$ cat src/rtl/cpu_pkg.sv
`default_nettype none

package cpu_pkg;

	// Supported opcode bytes, 6502 encodings
	typedef enum logic [7:0] {
		OP_LDA_IMM = 8'hA9,
		OP_LDX_IMM = 8'hA2,
		OP_ADC_IMM = 8'h69,
		OP_AND_IMM = 8'h29,
		OP_EOR_IMM = 8'h49,
		OP_STA_ABS = 8'h8D,
		OP_INX     = 8'hE8,
		OP_TAX     = 8'hAA,
		OP_CLC     = 8'h18,
		OP_SEC     = 8'h38,
		OP_JMP_ABS = 8'h4C,
		OP_BEQ     = 8'hF0,
		OP_BNE     = 8'hD0,
		OP_NOP     = 8'hEA
	} opcode_e;

	typedef enum logic [1:0] {
		MODE_IMPLIED,
		MODE_IMMEDIATE,
		MODE_ABSOLUTE,
		MODE_RELATIVE
	} mode_e;

	typedef enum logic [2:0] {
		ALU_PASS_B,
		ALU_ADC,
		ALU_AND,
		ALU_EOR,
		ALU_INC_A
	} alu_func_e;

	typedef enum logic [3:0] {
		KIND_LOAD_A,
		KIND_LOAD_X,
		KIND_ALU_A,
		KIND_STORE_A,
		KIND_XFER_AX,
		KIND_INC_X,
		KIND_FLAG_SET,
		KIND_FLAG_CLR,
		KIND_JUMP,
		KIND_BRANCH,
		KIND_NONE
	} op_kind_e;

	typedef enum logic [2:0] {
		ST_FETCH,
		ST_OPERAND_LO,
		ST_OPERAND_HI,
		ST_EXECUTE,
		ST_WRITE
	} seq_state_e;

	// Flag bit positions in the status register
	localparam logic [2:0] STATUS_C = 3'd0;
	localparam logic [2:0] STATUS_Z = 3'd1;
	localparam logic [2:0] STATUS_V = 3'd6;
	localparam logic [2:0] STATUS_N = 3'd7;

	localparam logic [15:0] RESET_PC = 16'h0200;
	localparam logic [7:0] STATUS_RESET = 8'h24;

endpackage

`default_nettype wire
$ cat src/rtl/cpu.sv
`timescale 1ns/1ps
`default_nettype none

module cpu (
	input  logic        clk_i,
	input  logic        reset_i,
	input  logic        rdy_i,
	output logic [15:0] addr_o,
	input  logic [7:0]  data_i,
	output logic [7:0]  data_o,
	output logic        we_o,
	output logic        fetch_o
);

	logic [7:0] ir;
	logic [7:0] acc;
	logic [7:0] x;
	logic [7:0] dl;
	logic [7:0] adl;
	logic [7:0] adh;

	cpu_pkg::op_kind_e kind;
	cpu_pkg::mode_e mode;
	cpu_pkg::alu_func_e alu_func;
	logic [7:0] flag_mask;
	logic use_x;

	logic ir_we, dl_we, adl_we, adh_we, acc_we, x_we;
	logic status_update, set_carry, clr_carry;
	logic pc_inc, pc_load, pc_branch, addr_sel;
	logic branch_cond;

	logic [7:0] alu_a, alu_b, alu_result;
	logic alu_carry, alu_zero, alu_sign, alu_ovf;
	logic [7:0] status;
	logic [15:0] pc_value;

	// Registers that steer control reset to a known state
	always_ff @(posedge clk_i) begin
		if (reset_i) begin
			ir <= cpu_pkg::OP_NOP;
			acc <= 8'h00;
			x <= 8'h00;
		end else begin
			if (ir_we) begin
				ir <= data_i;
			end
			if (acc_we) begin
				acc <= alu_result;
			end
			if (x_we) begin
				x <= alu_result;
			end
		end
	end

	// Data and address latches
	always_ff @(posedge clk_i) begin
		if (dl_we) begin
			dl <= data_i;
		end
		if (adl_we) begin
			adl <= data_i;
		end
		if (adh_we) begin
			adh <= data_i;
		end
	end

	assign alu_a = use_x ? x : acc;
	assign alu_b = (mode == cpu_pkg::MODE_IMPLIED) ? 8'h00 : dl;

	// Branch condition met, polarity from decoder
	assign branch_cond = status[cpu_pkg::STATUS_Z] ~^ use_x;

	assign addr_o = addr_sel ? {adh, adl} : pc_value;
	assign data_o = acc;

	idec u_idec (
		.opcode_i(ir), .kind_o(kind), .mode_o(mode), .alu_func_o(alu_func),
		.flag_mask_o(flag_mask), .use_x_o(use_x));

	alu u_alu (
		.alu_func_i(alu_func), .a_i(alu_a), .b_i(alu_b),
		.carry_i(status[cpu_pkg::STATUS_C]), .result_o(alu_result),
		.carry_o(alu_carry), .zero_o(alu_zero), .sign_o(alu_sign), .overflow_o(alu_ovf));

	status_reg u_status (
		.clk_i(clk_i), .reset_i(reset_i), .update_i(status_update),
		.flag_mask_i(flag_mask), .carry_i(alu_carry), .zero_i(alu_zero),
		.sign_i(alu_sign), .overflow_i(alu_ovf), .set_carry_i(set_carry),
		.clr_carry_i(clr_carry), .status_o(status));

	pc u_pc (
		.clk_i(clk_i), .reset_i(reset_i), .inc_i(pc_inc), .load_i(pc_load),
		.branch_i(pc_branch), .target_i({data_i, adl}), .offset_i(dl), .pc_o(pc_value));

	sequencer u_seq (
		.clk_i(clk_i), .reset_i(reset_i), .rdy_i(rdy_i), .kind_i(kind), .mode_i(mode),
		.zero_flag_i(branch_cond), .state_o(), .ir_we_o(ir_we), .dl_we_o(dl_we),
		.adl_we_o(adl_we), .adh_we_o(adh_we), .acc_we_o(acc_we), .x_we_o(x_we),
		.status_update_o(status_update), .set_carry_o(set_carry), .clr_carry_o(clr_carry),
		.pc_inc_o(pc_inc), .pc_load_o(pc_load), .pc_branch_o(pc_branch),
		.addr_sel_o(addr_sel), .we_o(we_o), .fetch_o(fetch_o));

endmodule

`default_nettype wire

$ cat src/rtl/sequencer.sv
`timescale 1ns/1ps
`default_nettype none

module sequencer (
	input  logic                  clk_i,
	input  logic                  reset_i,
	input  logic                  rdy_i,
	input  cpu_pkg::op_kind_e     kind_i,
	input  cpu_pkg::mode_e        mode_i,
	input  logic                  zero_flag_i,
	output cpu_pkg::seq_state_e   state_o,
	output logic                  ir_we_o,
	output logic                  dl_we_o,
	output logic                  adl_we_o,
	output logic                  adh_we_o,
	output logic                  acc_we_o,
	output logic                  x_we_o,
	output logic                  status_update_o,
	output logic                  set_carry_o,
	output logic                  clr_carry_o,
	output logic                  pc_inc_o,
	output logic                  pc_load_o,
	output logic                  pc_branch_o,
	output logic                  addr_sel_o,
	output logic                  we_o,
	output logic                  fetch_o
);

	cpu_pkg::seq_state_e state_d;

	always_comb begin
		state_d = state_o;
		ir_we_o = 1'b0;
		dl_we_o = 1'b0;
		adl_we_o = 1'b0;
		adh_we_o = 1'b0;
		acc_we_o = 1'b0;
		x_we_o = 1'b0;
		status_update_o = 1'b0;
		set_carry_o = 1'b0;
		clr_carry_o = 1'b0;
		pc_inc_o = 1'b0;
		pc_load_o = 1'b0;
		pc_branch_o = 1'b0;
		// Bus strobes follow the state so they hold during a stall
		fetch_o = (state_o == cpu_pkg::ST_FETCH);
		we_o = (state_o == cpu_pkg::ST_WRITE);
		addr_sel_o = (state_o == cpu_pkg::ST_WRITE);
		case (state_o)
			cpu_pkg::ST_FETCH: begin
				ir_we_o = rdy_i;
				pc_inc_o = rdy_i;
				state_d = cpu_pkg::ST_OPERAND_LO;
				// Decoder still sees the previous instruction, finish it here
				case (kind_i)
					cpu_pkg::KIND_LOAD_A, cpu_pkg::KIND_ALU_A: begin
						acc_we_o = rdy_i;
						status_update_o = rdy_i;
					end
					cpu_pkg::KIND_LOAD_X, cpu_pkg::KIND_XFER_AX, cpu_pkg::KIND_INC_X: begin
						x_we_o = rdy_i;
						status_update_o = rdy_i;
					end
					cpu_pkg::KIND_FLAG_SET: begin
						status_update_o = rdy_i;
						set_carry_o = rdy_i;
					end
					cpu_pkg::KIND_FLAG_CLR: begin
						status_update_o = rdy_i;
						clr_carry_o = rdy_i;
					end
					default: begin
					end
				endcase
			end
			cpu_pkg::ST_OPERAND_LO: begin
				state_d = cpu_pkg::ST_FETCH;
				case (mode_i)
					cpu_pkg::MODE_IMMEDIATE: begin
						pc_inc_o = rdy_i;
						dl_we_o = rdy_i;
					end
					cpu_pkg::MODE_ABSOLUTE: begin
						pc_inc_o = rdy_i;
						adl_we_o = rdy_i;
						state_d = cpu_pkg::ST_OPERAND_HI;
					end
					cpu_pkg::MODE_RELATIVE: begin
						pc_inc_o = rdy_i;
						dl_we_o = rdy_i;
						if (zero_flag_i) begin
							state_d = cpu_pkg::ST_EXECUTE;
						end
					end
					default: begin
						// Implied, dummy read without advancing
					end
				endcase
			end
			cpu_pkg::ST_OPERAND_HI: begin
				pc_inc_o = rdy_i;
				if (kind_i == cpu_pkg::KIND_JUMP) begin
					pc_load_o = rdy_i;
					state_d = cpu_pkg::ST_FETCH;
				end else begin
					adh_we_o = rdy_i;
					state_d = cpu_pkg::ST_WRITE;
				end
			end
			cpu_pkg::ST_EXECUTE: begin
				pc_branch_o = rdy_i;
				state_d = cpu_pkg::ST_FETCH;
			end
			cpu_pkg::ST_WRITE: begin
				state_d = cpu_pkg::ST_FETCH;
			end
			default: begin
				state_d = cpu_pkg::ST_FETCH;
			end
		endcase
	end

	always_ff @(posedge clk_i) begin
		if (reset_i) begin
			state_o <= cpu_pkg::ST_FETCH;
		end else if (rdy_i) begin
			state_o <= state_d;
		end
	end

endmodule

`default_nettype wire

$ cat src/rtl/idec.sv
`timescale 1ns/1ps
`default_nettype none

module idec (
	input  logic [7:0]           opcode_i,
	output cpu_pkg::op_kind_e    kind_o,
	output cpu_pkg::mode_e       mode_o,
	output cpu_pkg::alu_func_e   alu_func_o,
	output logic [7:0]           flag_mask_o,
	output logic                 use_x_o
);

	logic [7:0] mask_nz;
	logic [7:0] mask_nvzc;

	always_comb begin
		mask_nz = 8'h00;
		mask_nz[cpu_pkg::STATUS_N] = 1'b1;
		mask_nz[cpu_pkg::STATUS_Z] = 1'b1;
		mask_nvzc = mask_nz;
		mask_nvzc[cpu_pkg::STATUS_V] = 1'b1;
		mask_nvzc[cpu_pkg::STATUS_C] = 1'b1;
	end

	always_comb begin
		kind_o = cpu_pkg::KIND_NONE;
		mode_o = cpu_pkg::MODE_IMPLIED;
		alu_func_o = cpu_pkg::ALU_PASS_B;
		flag_mask_o = 8'h00;
		use_x_o = 1'b0;
		case (opcode_i)
			cpu_pkg::OP_LDA_IMM: begin
				kind_o = cpu_pkg::KIND_LOAD_A;
				mode_o = cpu_pkg::MODE_IMMEDIATE;
				flag_mask_o = mask_nz;
			end
			cpu_pkg::OP_LDX_IMM: begin
				kind_o = cpu_pkg::KIND_LOAD_X;
				mode_o = cpu_pkg::MODE_IMMEDIATE;
				flag_mask_o = mask_nz;
			end
			cpu_pkg::OP_ADC_IMM: begin
				kind_o = cpu_pkg::KIND_ALU_A;
				mode_o = cpu_pkg::MODE_IMMEDIATE;
				alu_func_o = cpu_pkg::ALU_ADC;
				flag_mask_o = mask_nvzc;
			end
			cpu_pkg::OP_AND_IMM: begin
				kind_o = cpu_pkg::KIND_ALU_A;
				mode_o = cpu_pkg::MODE_IMMEDIATE;
				alu_func_o = cpu_pkg::ALU_AND;
				flag_mask_o = mask_nz;
			end
			cpu_pkg::OP_EOR_IMM: begin
				kind_o = cpu_pkg::KIND_ALU_A;
				mode_o = cpu_pkg::MODE_IMMEDIATE;
				alu_func_o = cpu_pkg::ALU_EOR;
				flag_mask_o = mask_nz;
			end
			cpu_pkg::OP_STA_ABS: begin
				kind_o = cpu_pkg::KIND_STORE_A;
				mode_o = cpu_pkg::MODE_ABSOLUTE;
			end
			cpu_pkg::OP_INX: begin
				kind_o = cpu_pkg::KIND_INC_X;
				alu_func_o = cpu_pkg::ALU_INC_A;
				flag_mask_o = mask_nz;
				use_x_o = 1'b1;
			end
			cpu_pkg::OP_TAX: begin
				// A xor zero, B is forced to zero in implied mode
				kind_o = cpu_pkg::KIND_XFER_AX;
				alu_func_o = cpu_pkg::ALU_EOR;
				flag_mask_o = mask_nz;
			end
			cpu_pkg::OP_CLC: begin
				kind_o = cpu_pkg::KIND_FLAG_CLR;
			end
			cpu_pkg::OP_SEC: begin
				kind_o = cpu_pkg::KIND_FLAG_SET;
			end
			cpu_pkg::OP_JMP_ABS: begin
				kind_o = cpu_pkg::KIND_JUMP;
				mode_o = cpu_pkg::MODE_ABSOLUTE;
			end
			cpu_pkg::OP_BEQ: begin
				// Taken when Z is set
				kind_o = cpu_pkg::KIND_BRANCH;
				mode_o = cpu_pkg::MODE_RELATIVE;
				use_x_o = 1'b1;
			end
			cpu_pkg::OP_BNE: begin
				kind_o = cpu_pkg::KIND_BRANCH;
				mode_o = cpu_pkg::MODE_RELATIVE;
			end
			default: begin
				// NOP and any undecoded byte
				kind_o = cpu_pkg::KIND_NONE;
			end
		endcase
	end

endmodule

`default_nettype wire

$ cat src/rtl/pc.sv
`timescale 1ns/1ps
`default_nettype none

module pc (
	input  logic        clk_i,
	input  logic        reset_i,
	input  logic        inc_i,
	input  logic        load_i,
	input  logic        branch_i,
	input  logic [15:0] target_i,
	input  logic [7:0]  offset_i,
	output logic [15:0] pc_o
);

	logic [15:0] offset_ext;

	assign offset_ext = {{8{offset_i[7]}}, offset_i};

	always_ff @(posedge clk_i) begin
		if (reset_i) begin
			pc_o <= cpu_pkg::RESET_PC;
		end else if (load_i) begin
			pc_o <= target_i;
		end else if (branch_i) begin
			pc_o <= pc_o + offset_ext;
		end else if (inc_i) begin
			pc_o <= pc_o + 16'd1;
		end
	end

endmodule

`default_nettype wire

$ cat src/rtl/status_reg.sv
`timescale 1ns/1ps
`default_nettype none

module status_reg (
	input  logic       clk_i,
	input  logic       reset_i,
	input  logic       update_i,
	input  logic [7:0] flag_mask_i,
	input  logic       carry_i,
	input  logic       zero_i,
	input  logic       sign_i,
	input  logic       overflow_i,
	input  logic       set_carry_i,
	input  logic       clr_carry_i,
	output logic [7:0] status_o
);

	logic [7:0] flags;
	logic [7:0] status_d;

	always_comb begin
		flags = 8'h00;
		flags[cpu_pkg::STATUS_C] = carry_i;
		flags[cpu_pkg::STATUS_Z] = zero_i;
		flags[cpu_pkg::STATUS_V] = overflow_i;
		flags[cpu_pkg::STATUS_N] = sign_i;
		status_d = (status_o & ~flag_mask_i) | (flags & flag_mask_i);
		if (set_carry_i) begin
			status_d[cpu_pkg::STATUS_C] = 1'b1;
		end
		if (clr_carry_i) begin
			status_d[cpu_pkg::STATUS_C] = 1'b0;
		end
		// Fixed bits
		status_d[5] = cpu_pkg::STATUS_RESET[5];
		status_d[2] = cpu_pkg::STATUS_RESET[2];
	end

	always_ff @(posedge clk_i) begin
		if (reset_i) begin
			status_o <= cpu_pkg::STATUS_RESET;
		end else if (update_i) begin
			status_o <= status_d;
		end
	end

endmodule

`default_nettype wire

$ cat src/rtl/alu.sv
`timescale 1ns/1ps
`default_nettype none

module alu (
	input  cpu_pkg::alu_func_e alu_func_i,
	input  logic [7:0]         a_i,
	input  logic [7:0]         b_i,
	input  logic               carry_i,
	output logic [7:0]         result_o,
	output logic               carry_o,
	output logic               zero_o,
	output logic               sign_o,
	output logic               overflow_o
);

	logic [8:0] sum;

	always_comb begin
		sum = {1'b0, a_i} + {1'b0, b_i} + {8'd0, carry_i};
		carry_o = carry_i;
		result_o = b_i;
		case (alu_func_i)
			cpu_pkg::ALU_PASS_B: begin
				result_o = b_i;
			end
			cpu_pkg::ALU_ADC: begin
				result_o = sum[7:0];
				carry_o = sum[8];
			end
			cpu_pkg::ALU_AND: begin
				result_o = a_i & b_i;
			end
			cpu_pkg::ALU_EOR: begin
				result_o = a_i ^ b_i;
			end
			cpu_pkg::ALU_INC_A: begin
				result_o = a_i + 8'd1;
			end
			default: begin
				result_o = b_i;
			end
		endcase
	end

	// Operands agree in sign but the sum does not
	assign overflow_o = (a_i[7] == b_i[7]) && (sum[7] != a_i[7]);

	assign zero_o = (result_o == 8'h00);
	assign sign_o = result_o[7];

endmodule

`default_nettype wire

$ cat config.mk
export PLATFORM = sky130hd
export DESIGN_NAME = cpu
export DESIGN_NICKNAME = d
export VERILOG_FILES = /design/src/rtl/cpu_pkg.sv /design/src/rtl/cpu.sv /design/src/rtl/sequencer.sv /design/src/rtl/idec.sv /design/src/rtl/pc.sv /design/src/rtl/status_reg.sv /design/src/rtl/alu.sv
export SDC_FILE = /design/constraint.sdc
export NUM_CORES = 1
export LEC_CHECK = 0
export ABC_AREA = 1
export BUFFER_PORTS_ARGS = -buffer_cell sky130_fd_sc_hd__buf_2
export CAP_MARGIN = 20
export CORE_ASPECT_RATIO = 0.6
export CORE_UTILIZATION = 59
export DETAILED_ROUTE_END_ITERATION = 8
export PLACE_DENSITY = 0.85
export SKIP_CTS_REPAIR_TIMING = 1
export SYNTH_ARGS = -nofsm -noshare
export SYNTH_HDL_FRONTEND = slang
export SYNTH_SLANG_ARGS = --single-unit
export TNS_END_PERCENT = 100
$ cat constraint.sdc
create_clock -name clk_i -period 8.98 [get_ports clk_i]
set_clock_uncertainty 0.15 [all_clocks]
set_input_delay 0 -clock clk_i [delete_from_list [all_inputs] [get_ports clk_i]]
set_output_delay 0 -clock clk_i [all_outputs]
set_load 0.01 [all_outputs]
== Word level (Yosys, flattened, before mapping) ==
Cells that the tools add are included.
Storage, ports and cells
  flip-flop bits (word level): 73
  input bits: 11
  word-level logic and storage cells: 114
Cells by class
  add/sub/neg operators: 5
  equality and inequality tests: 33
  multiplexer cells: 41
  bitwise gates (word level): 7
  reductions and logical operators: 19
Operators by type and width (count)
  $mux W16: 4
  $eq A8 B8 Y1 const B: 7
  $pmux W4 S10: 1
  $pmux W8 S4: 1
  $mux W1: 25
  $and A8 B8 Y8: 3
  $eq A8 B7 Y1 const B: 3
  $add A16 B1 Y16 const B: 1
  $add A16 B16 Y16: 1
  $eq A4 B3 Y1 const B: 4
  $eq A8 B6 Y1 const B: 2
  $mux W8: 2
  $pmux W8 S2: 1
  $reduce_or A2 Y1: 7
  $eq A3 B2 Y1 const B: 4
  $pmux W3 S4: 1
  $add A8 B8 Y9: 1
  $add A9 B1 Y9: 1
  $pmux W3 S3: 1
  $reduce_or A3 Y1: 3
  $add A8 B1 Y8 const B: 1
  $eq A8 B5 Y1 const B: 1
  $logic_not A8 Y1: 1
  $not A8 Y8: 1
  other kinds (25): 28

== Longest topological paths before layout ==
  word-level depth: 13
  mapped depth: 25
  gate-level depth less buffers: 24

== Hierarchy ==
A second synthesis with hierarchy kept.
Second synthesis, totals
  cell total of the unflattened synthesis: 899
  area total of the unflattened synthesis: 5660.4 um2
Modules (own cells, without submodules)
  cpu: times used 1, cells an instance 254, area an instance 2079.5 um2
  pc: times used 1, cells an instance 261, area an instance 1565.3 um2
  alu: times used 1, cells an instance 202, area an instance 999.7 um2
  idec: times used 1, cells an instance 87, area an instance 399.1 um2
  sequencer: times used 1, cells an instance 57, area an instance 344.1 um2
  status_reg: times used 1, cells an instance 38, area an instance 272.8 um2

== Least setup slack after synthesis ==
No wires, ideal clock.
  kind: flip-flop to flip-flop
  from: register ir[5]
  to: register with a tool-made name
  arrival time: 2.906 ns
  data required time: 8.759 ns
  setup slack: 5.853 ns
  cell stages (with the launch flop): 25
  path buffers: 1
  clock period less this slack: 3.127 ns
  cells stage by stage: dfxtp_1 inv_1 nor2_2 nand2_1 a21oi_2 nor2_2 nand3_2 inv_2 buf_6 nor2_1 fa_1 inv_1 fa_1 inv_1 nand3_1 nand2_1 xor2_1 o22ai_1 nor2_1 nand2_1 nand2_1 nand2_1 nor2_1 nand4_1 a21oi_1
RTL lines
  from (decl): RTL line cpu.sv:15  | logic [7:0] ir;
  from (signal assigned): RTL line cpu.sv:41  | ir <= cpu_pkg::OP_NOP;
  from (signal assigned): RTL line cpu.sv:46  | ir <= data_i;

==> impl_metrics.csv <==
group,metric,value,unit
global_route,antenna_found_initial,0,
critical_path,cp_common_cell,"nand2_1",
global_route,grt_pass1_wl,23210,um
critical_path,endpoint_kind,"flip-flop",
global_route,first_global_vias,4507,
routing,dr_total_vias,5146,
global_route,use_met2,0.4923,
timing,slew_violations,0,
routing,routed_wl,15150,um
yosys,synth-seq-cells,69,
outcome,status,"complete, no violations",
global_route,grt_use_met3,0.1047,
final_layout,drive_gt1_frac,0.1587,
floorplanning,io_pins,37,
pwr,irDropWorstVdd,0.0001406,V
routing,post_drt_wl_per_cell,17.65,um
clock_tree,clock_tree.root_cell,"clkbuf_16",
timing,final.period_utilization,0.4187,
place,pre_cts_slack,5408,ps
yosys,yosysSeqAreaShare,0.3284,
global_route,use_met1,0.5244,
yosys,netlist.area_leader.share,0.1825,
critical_path,cp_slowest_stage_delay,470,ps
yosys,yosysTopAreaCell,"dfxtp_1",
yosys,synth_nets,739,
place,routabilityCongestion,1.037,
place,io_buffers,36,
yosys,netlist-cell-type-count,43,
clock_tree,cts_max_path_buffers,2,
job,drv_cap,0,
yosys,synth_top_flop_cell,"dfxtp_1",
floorplanning,start_util,0.6190,
yosys,yosysWarnings,0,
floorplanning,die_w,120.1,um
critical_path,critPathKind,"reg2reg",
timing,rsz0062_at_grt,"false",
timing,relSlewSlack,0.4102,
pwr,leakagePower,0.002669,uW
clock_tree,cts_tree,"built",
timing,worst_pin_slew,881.5,ps
timing,hold_viol,0,
final_layout,areaGrowthSynthToFinish,13.23,%
routing,dr.pass1.iters,6,
floorplanning,core_area,7976,um^2
yosys,netlist_area,4937,um^2
timing,setup_ws,5220,ps
final_layout,final_nets,783,
floorplanning,dieArea,8750,um^2
yosys,syn-instance-count,701,
routing,drcViolationCount,0,
floorplanning,die_y,72.86,um
timing,max_freq,266.0,MHz
clock_tree,clk_latency,350,ps
timing,fin_crit,3760,ps
global_route,grt_start_max_net_pins,25,
timing,timing.setup.tns,0,ps
yosys,synth_edf_count,24,
yosys,syn_avg_cell_area,7.043,um^2
clock_tree,clock-sinks,69,
timing,setup_violations,0,
critical_path,cpMaxStageDelayCell,"dfxtp_1",
routing,drt_iter0_markers,672,
clock_tree,cts_buffers,9,
critical_path,start_kind,"flip-flop",
worst_hold_path,hp-class,"in2reg",
yosys,synthTopCellsByArea,"dfxtp_1, edfxtp_1, nand2_1",
place,dp_hpwl,11000,um
routing,ant_nets,0,
yosys,async_flop_share,0,
global_route,overflow,0,
final_layout,diodes,0,
global_route,grt_usage,0.3539,
global_route,busiest_layer,"met1",
clock_tree,clkTransAtPathRegs,60,ps
pwr,pwr_density_cell,147.1,nW/um^2
routing,avgViaCountPerCell,5.998,
clock_tree,cts_max_level,3,
critical_path,crit_arrival,3880,ps
floorplanning,placementRows,25,
critical_path,worstPathRequired,9100,ps
critical_path,path_max_fanout,13,
critical_path,path_cells,"inv_1, nor2_2, nand2_1, a21oi_2, nor2_2, nand3_2, inv_2, nor2_1, fa_1, inv_1, fa_1, inv_1, nand3_1, nand2_1, xor2_1, o22ai_1, nor2_1, nand2_1, nand2_1, nand2_1, nor2_1, nand4_1, a21oi_1",
==> power by group <==
part	switching (uW)	total, uW	internal (uW)
registers	7.89	338	330
logic	72.9	103	30.2
clock network	143	382	239
total	224	822	598
==> sequential cells by signal (all words and copies together), names as in the netlist, 3 cells and up, named ones only <==
register / cells
u_pc.pc_o: 16
x: 8
data_o: 8
adl: 8
ir: 8
adh: 8
dl: 8
u_seq.state_o: 3
==> cells in the mapped netlist (2+ instances only) <==
library cell    n
nand2_1       170
inv_1          73
nor2_1         62
a21oi_1        56
nand3_1        50
dfxtp_1        45
o21ai_0        34
edfxtp_1       24
ha_1           24
nand2_2        19
inv_2          14
nor2_2         14
xor2_1         12
nor3_1         10
o211ai_1       10
nand4_1         9
clkbuf_1        8
o21ai_1         7
a22oi_1         6
nand3b_1        6
buf_6           5
nand3_2         5
nand2_4         4
xnor2_1         4
a31oi_1         3
fa_1            3
nor2_4          3
buf_4           2
nor3_2          2
nor3b_1         2
o22ai_1         2
o31ai_1         2
==> layout make-up <==
class | count | area [um^2]
fill | 685 | 2386
clock buffer | 11 | 264.0
tap | 108 | 135.1
inverter | 88 | 330.3
timing repair buffer | 49 | 300.3
clock inverter | 5 | 55.05
sequential | 69 | 1622
multi-input combinational | 528 | 2884
==> logic make-up after synthesis <==
| kind of cell | Yosys count | share of synthesized area |
|---|---|---|
| buffers and inverters | 104 | 0.08844 |
| adder cells (fa/ha/maj) | 27 | 0.07299 |
| flip-flops | 69 | 0.3284 |
| AND/OR/NAND/NOR | 359 | 0.3396 |
| XOR/XNOR | 16 | 0.02838 |
| AO/OA/AOI/OAI | 126 | 0.1422 |
==> worst max-delay path, delay by kind of cell (launching register included) <==
family | cells | cell delay (ps)
adder cells (fa/ha/maj) | 2 | 660
AND/OR/NAND/NOR | 13 | 1330
AO/OA/AOI/OAI | 3 | 510
buffers and inverters | 4 | 390
flip-flops | 1 | 470
XOR/XNOR | 1 | 160
==> placed cells by master, fill, tap and decap left out, drive strengths merged, types with 3 or more instances in the layout <==
master       instances
a22oi                6
clkbuf              11
nor2                79
nand2              193
a21oi               57
o21ai               41
inv                 88
edfxtp              24
nor3                12
dlygate4sd3         10
nand3               55
dfxtp               45
buf                 39
ha                  24
fa                   3
nand4                9
a31oi                3
xnor2                4
xor2                12
nand3b               6
o211ai              10
==> stage by stage <==
stage | hold WS, ps | std cells | utilization | instance area [um^2] | power (uW)
final | 335.3 | 858 | 0.7009 | 5590 | 822.1
after CTS | -233.8 | 847 | 0.6877 | 5485 | 816.2
after detailed placement | 122.9 | 831 | 0.6477 | 5166 | 437.9
after global placement | 115.0 | 831 | 0.6477 | 5166 | 434.9
after floorplan | -51.13 | 701 | - | 4937 | 409.1
after global routing | 344.4 | 858 | 0.7009 | 5590 | 846.6
==> worst paths after layout <==
path,startpoint,endpoint,slack [ps],depth (start not counted)
worst max-delay path,ir[5]$_SDFFE_PP1P_,flip-flop,5220,23
worst min-delay path,data_i[7],dl[7]$_DFFE_PP_,340,2
worst max register to register,ir[5]$_SDFFE_PP1P_,flip-flop,5220,23
worst min register to register,ir[2]$_SDFFE_PP0P_,ir[2]$_SDFFE_PP0P_,340,2
==> per-layer routing <==
layer / part of all wire / vias to the layer above
met5: 0 / -
met4: 0.014 / 0
met3: 0.14 / 30
met2: 0.41 / 346
met1: 0.44 / 2355
li1: - / 2415
Power figures use the tool's default switching activity.
